[src/common/zx_mem_params.svh]
`ifndef ZX_MEM_PARAMS_SVH
`define ZX_MEM_PARAMS_SVH

// Bus widths
`define ZX_CPU_AW      16
`define ZX_PHYS_AW     25
`define ZX_DATA_W      8

// 16K page geometry in the flat RAM
`define ZX_PAGE_OFS_W  14
`define ZX_ROM_PAGE_W  4
`define ZX_RAM_PAGE_W  6

// ROM images live at 101 + page + offset
`define ZX_ROM_BASE    3'b101

// Paging port decodes as mask and match pairs
`define ZX_P7FFD_MASK  16'h8002
`define ZX_P7FFD_MATCH 16'h0000
`define ZX_P1FFD_MASK  16'hF002
`define ZX_P1FFD_MATCH 16'h1000
`define ZX_PEFF7_MASK  16'hF008
`define ZX_PEFF7_MATCH 16'hE000

`endif

[src/common/zx_mem_pkg.sv]
package zx_mem_pkg;

	// Machine selected at reset
	typedef enum logic [2:0] {
		ZX128 = 3'd0,
		P1024 = 3'd1,
		PROFI = 3'd2,   // Behaves as 128K here
		ZX48  = 3'd3,
		PLUS3 = 3'd4
	} machine_t;

	// Port 7FFD, two readings of the same byte
	typedef union packed {
		struct packed {
			logic [1:0] unused;
			logic       lock;     // Paging lock until reset
			logic       rom;
			logic       screen;
			logic [2:0] bank;
		} std;
		struct packed {
			logic [1:0] ext_hi;   // Extended page bits on Pentagon 1024
			logic       ext_lo;
			logic       rom;
			logic       screen;
			logic [2:0] bank;
		} p1024;
	} page_7ffd_u;

	// Port 1FFD on the +3
	typedef struct packed {
		logic [3:0] upper;
		logic       motor;
		logic [1:0] mode;       // Bit 1 doubles as ROM page high bit
		logic       special;    // All-RAM layouts
	} page_1ffd_t;

	// Pending RAM operation
	typedef enum logic [1:0] {
		NONE  = 2'd0,
		READ  = 2'd1,
		WRITE = 2'd2
	} ram_op_t;

endpackage

[src/common/port_wr_if.sv]
`timescale 1ns/1ps
`include "zx_mem_params.svh"

// Decoded paging port writes, one strobe per port
interface port_wr_if;
	logic                  wr_7ffd;
	logic                  wr_1ffd;
	logic                  wr_eff7;
	logic [`ZX_DATA_W-1:0] data;    // Byte written by the CPU

	modport source (
		output wr_7ffd,
		output wr_1ffd,
		output wr_eff7,
		output data
	);

	modport sink (
		input wr_7ffd,
		input wr_1ffd,
		input wr_eff7,
		input data
	);
endinterface

[src/common/paging_if.sv]
`timescale 1ns/1ps

// Page register state seen by the address mapper
interface paging_if;
	zx_mem_pkg::page_7ffd_u p7ffd;
	zx_mem_pkg::page_1ffd_t p1ffd;
	logic [7:0]             eff7;
	logic [2:0]             page_128k;   // High bits of the slot 3 page
	zx_mem_pkg::machine_t   machine;

	modport source (
		output p7ffd,
		output p1ffd,
		output eff7,
		output page_128k,
		output machine
	);

	modport sink (
		input p7ffd,
		input p1ffd,
		input eff7,
		input page_128k,
		input machine
	);
endinterface

[src/paging/port_decode.sv]
`timescale 1ns/1ps
`include "zx_mem_params.svh"

module port_decode (
	input  logic                  clk_sys,
	input  logic                  reset,
	input  logic [`ZX_CPU_AW-1:0] cpu_addr,
	input  logic [`ZX_DATA_W-1:0] cpu_dout,
	input  logic                  iorq_n,
	input  logic                  wr_n,
	input  logic                  m1_n,
	input  logic                  is_plus3,
	port_wr_if.source             wr
);

	logic io_wr;
	logic io_wr_q;
	logic io_wr_edge;
	logic hit_7ffd;
	logic hit_1ffd;
	logic hit_eff7;

	// I/O write outside of interrupt acknowledge
	assign io_wr      = ~iorq_n & ~wr_n & m1_n;
	assign io_wr_edge = io_wr & ~io_wr_q;

	// Partial decodes, as on the real machines
	assign hit_7ffd = ((cpu_addr & `ZX_P7FFD_MASK) == `ZX_P7FFD_MATCH) &
	                  (cpu_addr[14] | ~is_plus3);
	assign hit_1ffd = ((cpu_addr & `ZX_P1FFD_MASK) == `ZX_P1FFD_MATCH) & is_plus3;
	assign hit_eff7 = (cpu_addr & `ZX_PEFF7_MASK) == `ZX_PEFF7_MATCH;

	always_ff @(posedge clk_sys) begin
		if (reset) begin
			io_wr_q    <= 1'b0;
			wr.wr_7ffd <= 1'b0;
			wr.wr_1ffd <= 1'b0;
			wr.wr_eff7 <= 1'b0;
		end else begin
			io_wr_q    <= io_wr;
			wr.wr_7ffd <= io_wr_edge & hit_7ffd;   // Single cycle each
			wr.wr_1ffd <= io_wr_edge & hit_1ffd;
			wr.wr_eff7 <= io_wr_edge & hit_eff7;
		end
	end

	// Data byte travels with the strobe
	always_ff @(posedge clk_sys) begin
		if (io_wr_edge) begin
			wr.data <= cpu_dout;
		end
	end

endmodule

[src/paging/page_regs.sv]
`timescale 1ns/1ps

module page_regs (
	input  logic                 clk_sys,
	input  logic                 reset,
	input  zx_mem_pkg::machine_t mode,
	port_wr_if.sink              wr,
	paging_if.source             pg,
	output logic                 is_plus3
);

	zx_mem_pkg::machine_t   machine;
	zx_mem_pkg::page_7ffd_u p7ffd;
	zx_mem_pkg::page_1ffd_t p1ffd;
	logic [7:0]             eff7;
	logic [2:0]             page_128k;

	zx_mem_pkg::page_7ffd_u din;
	logic                   is_zx48;
	logic                   is_p1024;
	logic                   page_disable;

	// ====================================================================
	// Machine flags
	// ====================================================================

	assign is_zx48  = machine == zx_mem_pkg::ZX48;
	assign is_p1024 = machine == zx_mem_pkg::P1024;
	assign is_plus3 = machine == zx_mem_pkg::PLUS3;

	assign din = wr.data;

	// Lock only counts on the 1024 once EFF7 bit 2 is set
	assign page_disable = is_zx48 |
	                      (~is_p1024 & p7ffd.std.lock) |
	                      (is_p1024 & eff7[2] & p7ffd.std.lock);

	// ====================================================================
	// Registers
	// ====================================================================

	always_ff @(posedge clk_sys) begin
		if (reset) begin
			// Profi runs as a plain 128K
			machine   <= (mode == zx_mem_pkg::PROFI) ? zx_mem_pkg::ZX128 : mode;
			p7ffd     <= '0;
			p1ffd     <= '0;
			eff7      <= '0;
			page_128k <= '0;
		end else begin
			if (wr.wr_7ffd && !page_disable) begin
				p7ffd <= din;
				if (is_p1024 && !eff7[2]) begin
					page_128k <= {din.p1024.ext_lo, din.p1024.ext_hi};   // 1024K extension
				end
			end
			if (wr.wr_1ffd && !page_disable) begin
				p1ffd <= zx_mem_pkg::page_1ffd_t'(wr.data);
			end
			if (wr.wr_eff7 && is_p1024) begin
				eff7 <= wr.data;   // Lock does not apply here
			end
		end
	end

	// State out to the mapper
	assign pg.machine   = machine;
	assign pg.p7ffd     = p7ffd;
	assign pg.p1ffd     = p1ffd;
	assign pg.eff7      = eff7;
	assign pg.page_128k = page_128k;

endmodule

[src/paging/addr_map.sv]
`timescale 1ns/1ps
`include "zx_mem_params.svh"

module addr_map (
	paging_if.sink                 pg,
	input  logic [`ZX_CPU_AW-1:0]  cpu_addr,
	output logic [`ZX_PHYS_AW-1:0] phys_addr,
	output logic                   write_ok
);

	localparam int ROM_PAD_W = `ZX_PHYS_AW - 3 - `ZX_ROM_PAGE_W - `ZX_PAGE_OFS_W;
	localparam int RAM_PAD_W = `ZX_PHYS_AW - `ZX_RAM_PAGE_W - `ZX_PAGE_OFS_W;

	logic [1:0]                  slot;
	logic [`ZX_PAGE_OFS_W-1:0]   ofs;
	logic                        special;
	logic [1:0]                  sp_mode;
	logic                        zx48;
	logic [`ZX_ROM_PAGE_W-1:0]   rom_page;
	logic [`ZX_RAM_PAGE_W-1:0]   ram_page;

	assign slot    = cpu_addr[`ZX_CPU_AW-1 -: 2];
	assign ofs     = cpu_addr[`ZX_PAGE_OFS_W-1:0];
	assign special = pg.p1ffd.special;
	assign sp_mode = pg.p1ffd.mode;
	assign zx48    = pg.machine == zx_mem_pkg::ZX48;

	// ROM image selection
	always_comb begin
		if (pg.machine == zx_mem_pkg::PLUS3) begin
			rom_page = {2'b10, pg.p1ffd.mode[1], pg.p7ffd.std.rom};
		end else begin
			rom_page = {zx48, 2'b11, zx48 | pg.p7ffd.std.rom};
		end
	end

	// RAM page per slot
	always_comb begin
		ram_page = '0;
		if (special) begin
			// +3 all-RAM layouts 0123, 4567, 4563, 4763
			case (slot)
				2'd0: ram_page[2:0] = {|sp_mode, 2'b00};
				2'd1: ram_page[2:0] = {|sp_mode, &sp_mode, 1'b1};
				2'd2: ram_page[2:0] = {|sp_mode, 2'b10};
				default: ram_page[2:0] = {~sp_mode[1] & sp_mode[0], 2'b11};
			endcase
		end else begin
			case (slot)
				2'd1: ram_page = 6'd5;
				2'd2: ram_page = 6'd2;
				default: ram_page = {pg.page_128k, pg.p7ffd.std.bank};   // Slot 3 paged bank
			endcase
		end
	end

	always_comb begin
		if (!special && slot == 2'd0) begin
			phys_addr = {{ROM_PAD_W{1'b0}}, `ZX_ROM_BASE, rom_page, ofs};
		end else begin
			phys_addr = {{RAM_PAD_W{1'b0}}, ram_page, ofs};
		end
	end

	assign write_ok = special | (slot != 2'd0);   // ROM is read only

endmodule

[src/design/ram_access.sv]
`timescale 1ns/1ps
`include "zx_mem_params.svh"

module ram_access (
	input  logic                   clk_sys,
	input  logic                   reset,
	input  logic                   mreq_n,
	input  logic                   rd_n,
	input  logic                   wr_n,
	input  logic [`ZX_DATA_W-1:0]  cpu_dout,
	output logic [`ZX_DATA_W-1:0]  cpu_din,
	output logic                   cpu_wait,
	input  logic [`ZX_PHYS_AW-1:0] phys_addr,
	input  logic                   write_ok,
	output logic [`ZX_PHYS_AW-1:0] ram_addr,
	output logic [`ZX_DATA_W-1:0]  ram_din,
	output logic                   ram_we,
	output logic                   ram_req,
	input  logic                   ram_ack,
	input  logic [`ZX_DATA_W-1:0]  ram_dout
);

	typedef enum logic [1:0] {
		st_idle,
		st_request,
		st_release,
		st_done
	} state_t;

	state_t                state;
	zx_mem_pkg::ram_op_t   op;
	logic [`ZX_DATA_W-1:0] rd_data;
	logic                  cpu_access;

	assign cpu_access = ~mreq_n & (~rd_n | ~wr_n);

	// ====================================================================
	// Four-phase handshake FSM
	// ====================================================================

	always_ff @(posedge clk_sys) begin
		if (reset) begin
			state    <= st_idle;
			op       <= zx_mem_pkg::NONE;
			ram_req  <= 1'b0;
			cpu_wait <= 1'b0;
		end else begin
			case (state)
				st_idle: begin
					op <= zx_mem_pkg::NONE;
					if (cpu_access) begin
						if (!wr_n && !write_ok) begin
							state <= st_done;   // ROM write, dropped silently
						end else begin
							op       <= wr_n ? zx_mem_pkg::READ : zx_mem_pkg::WRITE;
							ram_req  <= 1'b1;
							cpu_wait <= 1'b1;
							state    <= st_request;
						end
					end
				end
				st_request: begin
					if (ram_ack) begin
						ram_req <= 1'b0;
						state   <= st_release;
					end
				end
				st_release: begin
					if (!ram_ack) begin
						cpu_wait <= 1'b0;   // RAM is free again
						state    <= st_done;
					end
				end
				default: begin
					if (mreq_n) begin
						state <= st_idle;   // Wait for end of CPU cycle
					end
				end
			endcase
		end
	end

	// Address and data held for the whole transaction
	always_ff @(posedge clk_sys) begin
		if (state == st_idle && cpu_access) begin
			ram_addr <= phys_addr;
			ram_din  <= cpu_dout;
		end
		if (state == st_request && ram_ack) begin
			rd_data <= ram_dout;
		end
	end

	assign ram_we  = op == zx_mem_pkg::WRITE;
	assign cpu_din = (state == st_done && op == zx_mem_pkg::READ && !mreq_n) ? rd_data : 8'hFF;

endmodule

[src/design/zx_mem_top.sv]
`timescale 1ns/1ps
`include "zx_mem_params.svh"

module zx_mem_top (
	input  logic                   clk_sys,
	input  logic                   reset,
	input  logic [2:0]             mode,
	input  logic [`ZX_CPU_AW-1:0]  cpu_addr,
	input  logic [`ZX_DATA_W-1:0]  cpu_dout,
	output logic [`ZX_DATA_W-1:0]  cpu_din,
	input  logic                   mreq_n,
	input  logic                   iorq_n,
	input  logic                   rd_n,
	input  logic                   wr_n,
	input  logic                   m1_n,
	output logic                   cpu_wait,
	output logic [`ZX_PHYS_AW-1:0] ram_addr,
	output logic [`ZX_DATA_W-1:0]  ram_din,
	output logic                   ram_we,
	output logic                   ram_req,
	input  logic                   ram_ack,
	input  logic [`ZX_DATA_W-1:0]  ram_dout
);

	logic                   is_plus3;
	logic [`ZX_PHYS_AW-1:0] phys_addr;
	logic                   write_ok;

	port_wr_if wr_bus ();
	paging_if  pg_bus ();

	// ====================================================================
	// Paging ports and registers
	// ====================================================================

	port_decode port_decode_i (
		.clk_sys  (clk_sys),
		.reset    (reset),
		.cpu_addr (cpu_addr),
		.cpu_dout (cpu_dout),
		.iorq_n   (iorq_n),
		.wr_n     (wr_n),
		.m1_n     (m1_n),
		.is_plus3 (is_plus3),
		.wr       (wr_bus.source)
	);

	page_regs page_regs_i (
		.clk_sys  (clk_sys),
		.reset    (reset),
		.mode     (zx_mem_pkg::machine_t'(mode)),
		.wr       (wr_bus.sink),
		.pg       (pg_bus.source),
		.is_plus3 (is_plus3)
	);

	// ====================================================================
	// Address translation and RAM access
	// ====================================================================

	addr_map addr_map_i (
		.pg        (pg_bus.sink),
		.cpu_addr  (cpu_addr),
		.phys_addr (phys_addr),
		.write_ok  (write_ok)
	);

	ram_access ram_access_i (
		.clk_sys   (clk_sys),
		.reset     (reset),
		.mreq_n    (mreq_n),
		.rd_n      (rd_n),
		.wr_n      (wr_n),
		.cpu_dout  (cpu_dout),
		.cpu_din   (cpu_din),
		.cpu_wait  (cpu_wait),
		.phys_addr (phys_addr),
		.write_ok  (write_ok),
		.ram_addr  (ram_addr),
		.ram_din   (ram_din),
		.ram_we    (ram_we),
		.ram_req   (ram_req),
		.ram_ack   (ram_ack),
		.ram_dout  (ram_dout)
	);

endmodule

[config.mk]
export PLATFORM = sky130hd
export DESIGN_NAME = zx_mem_top
export DESIGN_NICKNAME = d
export VERILOG_FILES = /design/src/common/zx_mem_pkg.sv /design/src/common/port_wr_if.sv /design/src/common/paging_if.sv /design/src/paging/port_decode.sv /design/src/paging/page_regs.sv /design/src/paging/addr_map.sv /design/src/design/ram_access.sv /design/src/design/zx_mem_top.sv
export VERILOG_INCLUDE_DIRS = /design/src /design/src/common
export SDC_FILE = /design/constraint.sdc
export NUM_CORES = 1
export LEC_CHECK = 0
export BUFFER_PORTS_ARGS = -buffer_cell sky130_fd_sc_hd__buf_4
export CAP_MARGIN = 10
export CELL_PAD_IN_SITES_DETAIL_PLACEMENT = 0
export CELL_PAD_IN_SITES_GLOBAL_PLACEMENT = 1
export CORE_MARGIN = 2
export CORE_UTILIZATION = 30
export CTS_BUF_LIST = sky130_fd_sc_hd__clkbuf_2
export DETAILED_ROUTE_END_ITERATION = 6
export PLACE_DENSITY_LB_ADDON = 0.1
export RECOVER_POWER = 50
export SYNTH_ARGS = -nofsm -noshare
export SYNTH_HDL_FRONTEND = slang
export SYNTH_SLANG_ARGS = --single-unit
[constraint.sdc]
create_clock -name clk_sys -period 1.75 [get_ports clk_sys]
set_input_delay 0.0875 -clock clk_sys [delete_from_list [all_inputs] [get_ports clk_sys]]
set_output_delay 0.0875 -clock clk_sys [all_outputs]
set_load 0.1 [all_outputs]
==> results.md <==
- Synthesized area: 2910 µm²
- Max_cap viols: 0
- Leading area contributor after synthesis: edfxtp_1
- Reg2reg end: ram_access_i.state[1]$_SDFFE_PP0P_
- Share of layout cells above drive strength 1: 35.2%
- R2r setup slk: 0.10 ns
- Mean Syn Cell Area: 13.5 µm²
- Core Box Area: 9330 µm²
- Post-placement cell area: 3730 µm²
- Final setup skew: 0.0310 ns
- Max Clk Rate: 577 MHz
- GPL Wtd Cong: 0.800
- Vias per std cell: 4.39
- WP data required: 1.66 ns
- Critical path cell sequence: ha_4 -> nor4bb_4 -> buf_6 -> nand2b_2 -> buf_12
- Clk sinks: 69
- CP Launch Type: flop
- Vias: 2,125
- CP max-delay cell: dfxtp_4
- Final setup violation count: 0
- Initial antenna violation count: 0
- Routed Antenna Nets: 0
- Worst Path Max Fanout: 8
- Worst setup EP type: primary output
- Peak VDD IR: 0.552 mV
- Congestion Overflow GR: 0
- DP HPWL: 4350 µm
- First-iteration detailed-routing DRC count: 88
- Worst r2r src: ram_access_i.state[0]$_SDFFE_PP0P_
- DR WL/cell: 13.6 µm
- End-of-flow core utilization: 46.0%
- DRT Pass-1 Iters: 4
- Async set-reset flop share out of synthesis: 0%
- HP Class: input pin to flop
- Hold Path Sink: port_decode_i.wr.wr_1ffd$_SDFF_PP0_
- Top-count cell post-synth: edfxtp_1
- Die height: 102 µm
- Worst r2r path cells: 5
- Fill cells: 890
- Pwr Density: 1160 nW/µm²
- Crit-path max cell delay: 0.41 ns
- Period utilisation layout: 99.1%
- Pin count of the biggest net entering global routing: 35
- Synth top cells by count: edfxtp_1 (47), dfxtp_1 (22), nand2b_1 (22)
- DIE AREA: 10,500 µm²
- GRT Total Usage: 13.3%
- Number of global-route vias before repair: 2,172
- Rows: 35
- PortBufs: 82
- Status: finished clean
- Largest cells by area after synthesis: edfxtp_1 (49%), dfxtp_1 (15%), nand2b_1 (4.7%)
- Synth Register Bits: 69
- Depth of the CTS H-tree: 3
- Antenna cells: 0
- Die width: 102 µm
- Area growth syn-to-layout: 47.4%
- Total routed wirelength: 6560 µm
- Final nets: 402
- Slew @ Worst Pin: 0.659 ns
- Leak: 1.64 nW
- Starting Density: 31.2%
- Root Driver: clkbuf_2
- Sequential cell area fraction in the yosys report: 63.7%
- IO Pins: 87
- Longest Clk Path Bufs: 2
- Post-route cell area: 4290 µm²
- CTS Buf Count: 9
- Tmin final: 1.73 ns
- Hold Crit Depth: 4
- Primary FF master, synth: edfxtp_1
- Yosys top cell area share: 48.5%
- Fin. max-slew vios: 0
- CTS tree: built
- Clock Latency Late Sink: 0.50 ns
- First-pass GRT wire length: 10,500 µm
- Number of enable flip-flop cells after synthesis: 47
- Worst Path Arrival: 1.65 ns
- Ys Warns: 0
- Synth unique cells: 42
- DRC viols: 0
- Hold Startpoint: m1_n
- RSZ-0062 raised after global routing: yes
- Slew margin rel.: 56.0%
- Mapped Cells: 216
- Worst-path clk slew: 0.20 ns
- Final Hold Fails: 0
- CP Class: flop to primary output
- Post-CTS Repair Setup Buffers: 0
-- per-stage QoR --
step / hold slack (ns) / total power (W) / setup slack [ns] / instances / TNS (ns)
after floorplan: 0.163 / 0.00360 / 0.0823 / 219 / 0
after global placement: 0.266 / 0.00406 / 0.0852 / 425 / 0
after detailed placement: 0.267 / 0.00408 / -0.00560 / 425 / -0.00560
after CTS: 0.0325 / 0.00510 / -0.0594 / 484 / -0.417
after global routing: 0.0862 / 0.00524 / -0.129 / 484 / -1.06
final: 0.137 / 0.00499 / 0.0164 / 484 / 0
-- per-layer routing --
metal | up-vias | GRT usage [%] | share of wire, %
met5 | - | 0 | 0
met4 | 0 | 6.15 | 1.5
met3 | 12 | 3.35 | 4.4
met2 | 59 | 20.4 | 46
met1 | 985 | 17.6 | 48
li1 | 1069 | - | -
-- flip-flops by register name, indices dropped and copies added, names as in the netlist, 3 cells and up --
signal	count
ram_access_i.ram_din	8
ram_access_i.rd_data	8
port_decode_i.wr.data	7
page_regs_i.pg.p1ffd	3
page_regs_i.pg.page_128k	3
ram_access_i.ram_addr	21
page_regs_i.pg.p7ffd	5
page_regs_i.pg.machine	3
-- cells in the final DEF (no fill, tap or decap), types with 2 or more instances in the layout --
cell type      count
edfxtp_1          47
dlygate4sd3_1     43
clkbuf_2          31
clkbuf_4          29
buf_4             24
dfxtp_1           19
nand2b_1          14
mux2i_1           13
inv_1             10
a21oi_1           10
o21ai_0            9
nand2b_2           8
nor2_1             7
nand3_1            6
ha_1               6
clkbuf_1           5
buf_6              5
nand2_1            4
nor4b_1            4
conb_1             4
o211ai_1           3
or4_1              3
nor4bb_1           3
buf_12             3
mux2_2             2
or3b_2             2
a211oi_2           2
a211o_1            2
nor3b_1            2
ha_4               2
clkinv_2           2
buf_8              2
dfxtp_4            2
-- worst max-delay path, delay by kind of cell (launching register included) --
kind / cells / cell delay (ns)
simple gates: 2 / 0.28
fa+ha+maj: 1 / 0.14
buf+inv: 2 / 0.35
flops: 1 / 0.41
-- report_power, final --
group	switching, W	total (W)	internal [W]
Sequential	0.0000952	0.00211	0.00201
Combinational	0.00150	0.00200	0.000494
Clock	0.000555	0.000888	0.000333
Total	0.00215	0.00499	0.00284
-- cell families after synthesis --
group / count (synthesis) / synth area share, %
AND/OR/NAND/NOR: 66 / 15.6
multiplexers: 15 / 5.25
AO/OA/AOI/OAI: 35 / 8.09
adder cells (fa/ha/maj): 9 / 3.87
flip-flops: 69 / 63.7
buffers and inverters: 21 / 3.36
other: 1 / 0.129
-- area by class of cell --
cell class / count / area (µm²) / share of cell area (%)
flip-flops and latches: 69 / 1860 / 43.4
repair buffers: 131 / 1090 / 25.5
inverters: 10 / 37.5 / 0.876
multi-input cells: 129 / 1030 / 24.0
clock buffers: 11 / 55.1 / 1.28
clock inverters: 5 / 51.3 / 1.20
well taps: 129 / 161 / 3.77
-- repair_timing --
item                                    4_1_cts  5_1_grt
pin swaps                                     1        0
hold buffers                                 43        0
gates resized for setup                      19        6
hold endpoints to repair                     55        0
endpoints found under the setup margin       10       12
-- worst max-delay path by stage --
stage	start	endpoint	slack (ns)	cells after the start
global placement	ram_access_i.state[0]$_SDFFE_PP0P_	ram_access_i.state[1]$_SDFFE_PP0P_	0.09	5
finish	ram_access_i.state[0]$_SDFFE_PP0P_	cpu_din[3]	0.02	5
CTS	ram_access_i.state[0]$_SDFFE_PP0P_	cpu_din[3]	-0.06	5
detailed placement	ram_access_i.state[0]$_SDFFE_PP0P_	ram_access_i.state[1]$_SDFFE_PP0P_	-0.006	5
global route	ram_access_i.state[0]$_SDFFE_PP0P_	cpu_din[3]	-0.13	5
floorplan	ram_access_i.state[0]$_SDFFE_PP0P_	cpu_din[0]	0.08	3
(Power assumes the default switching activity.)
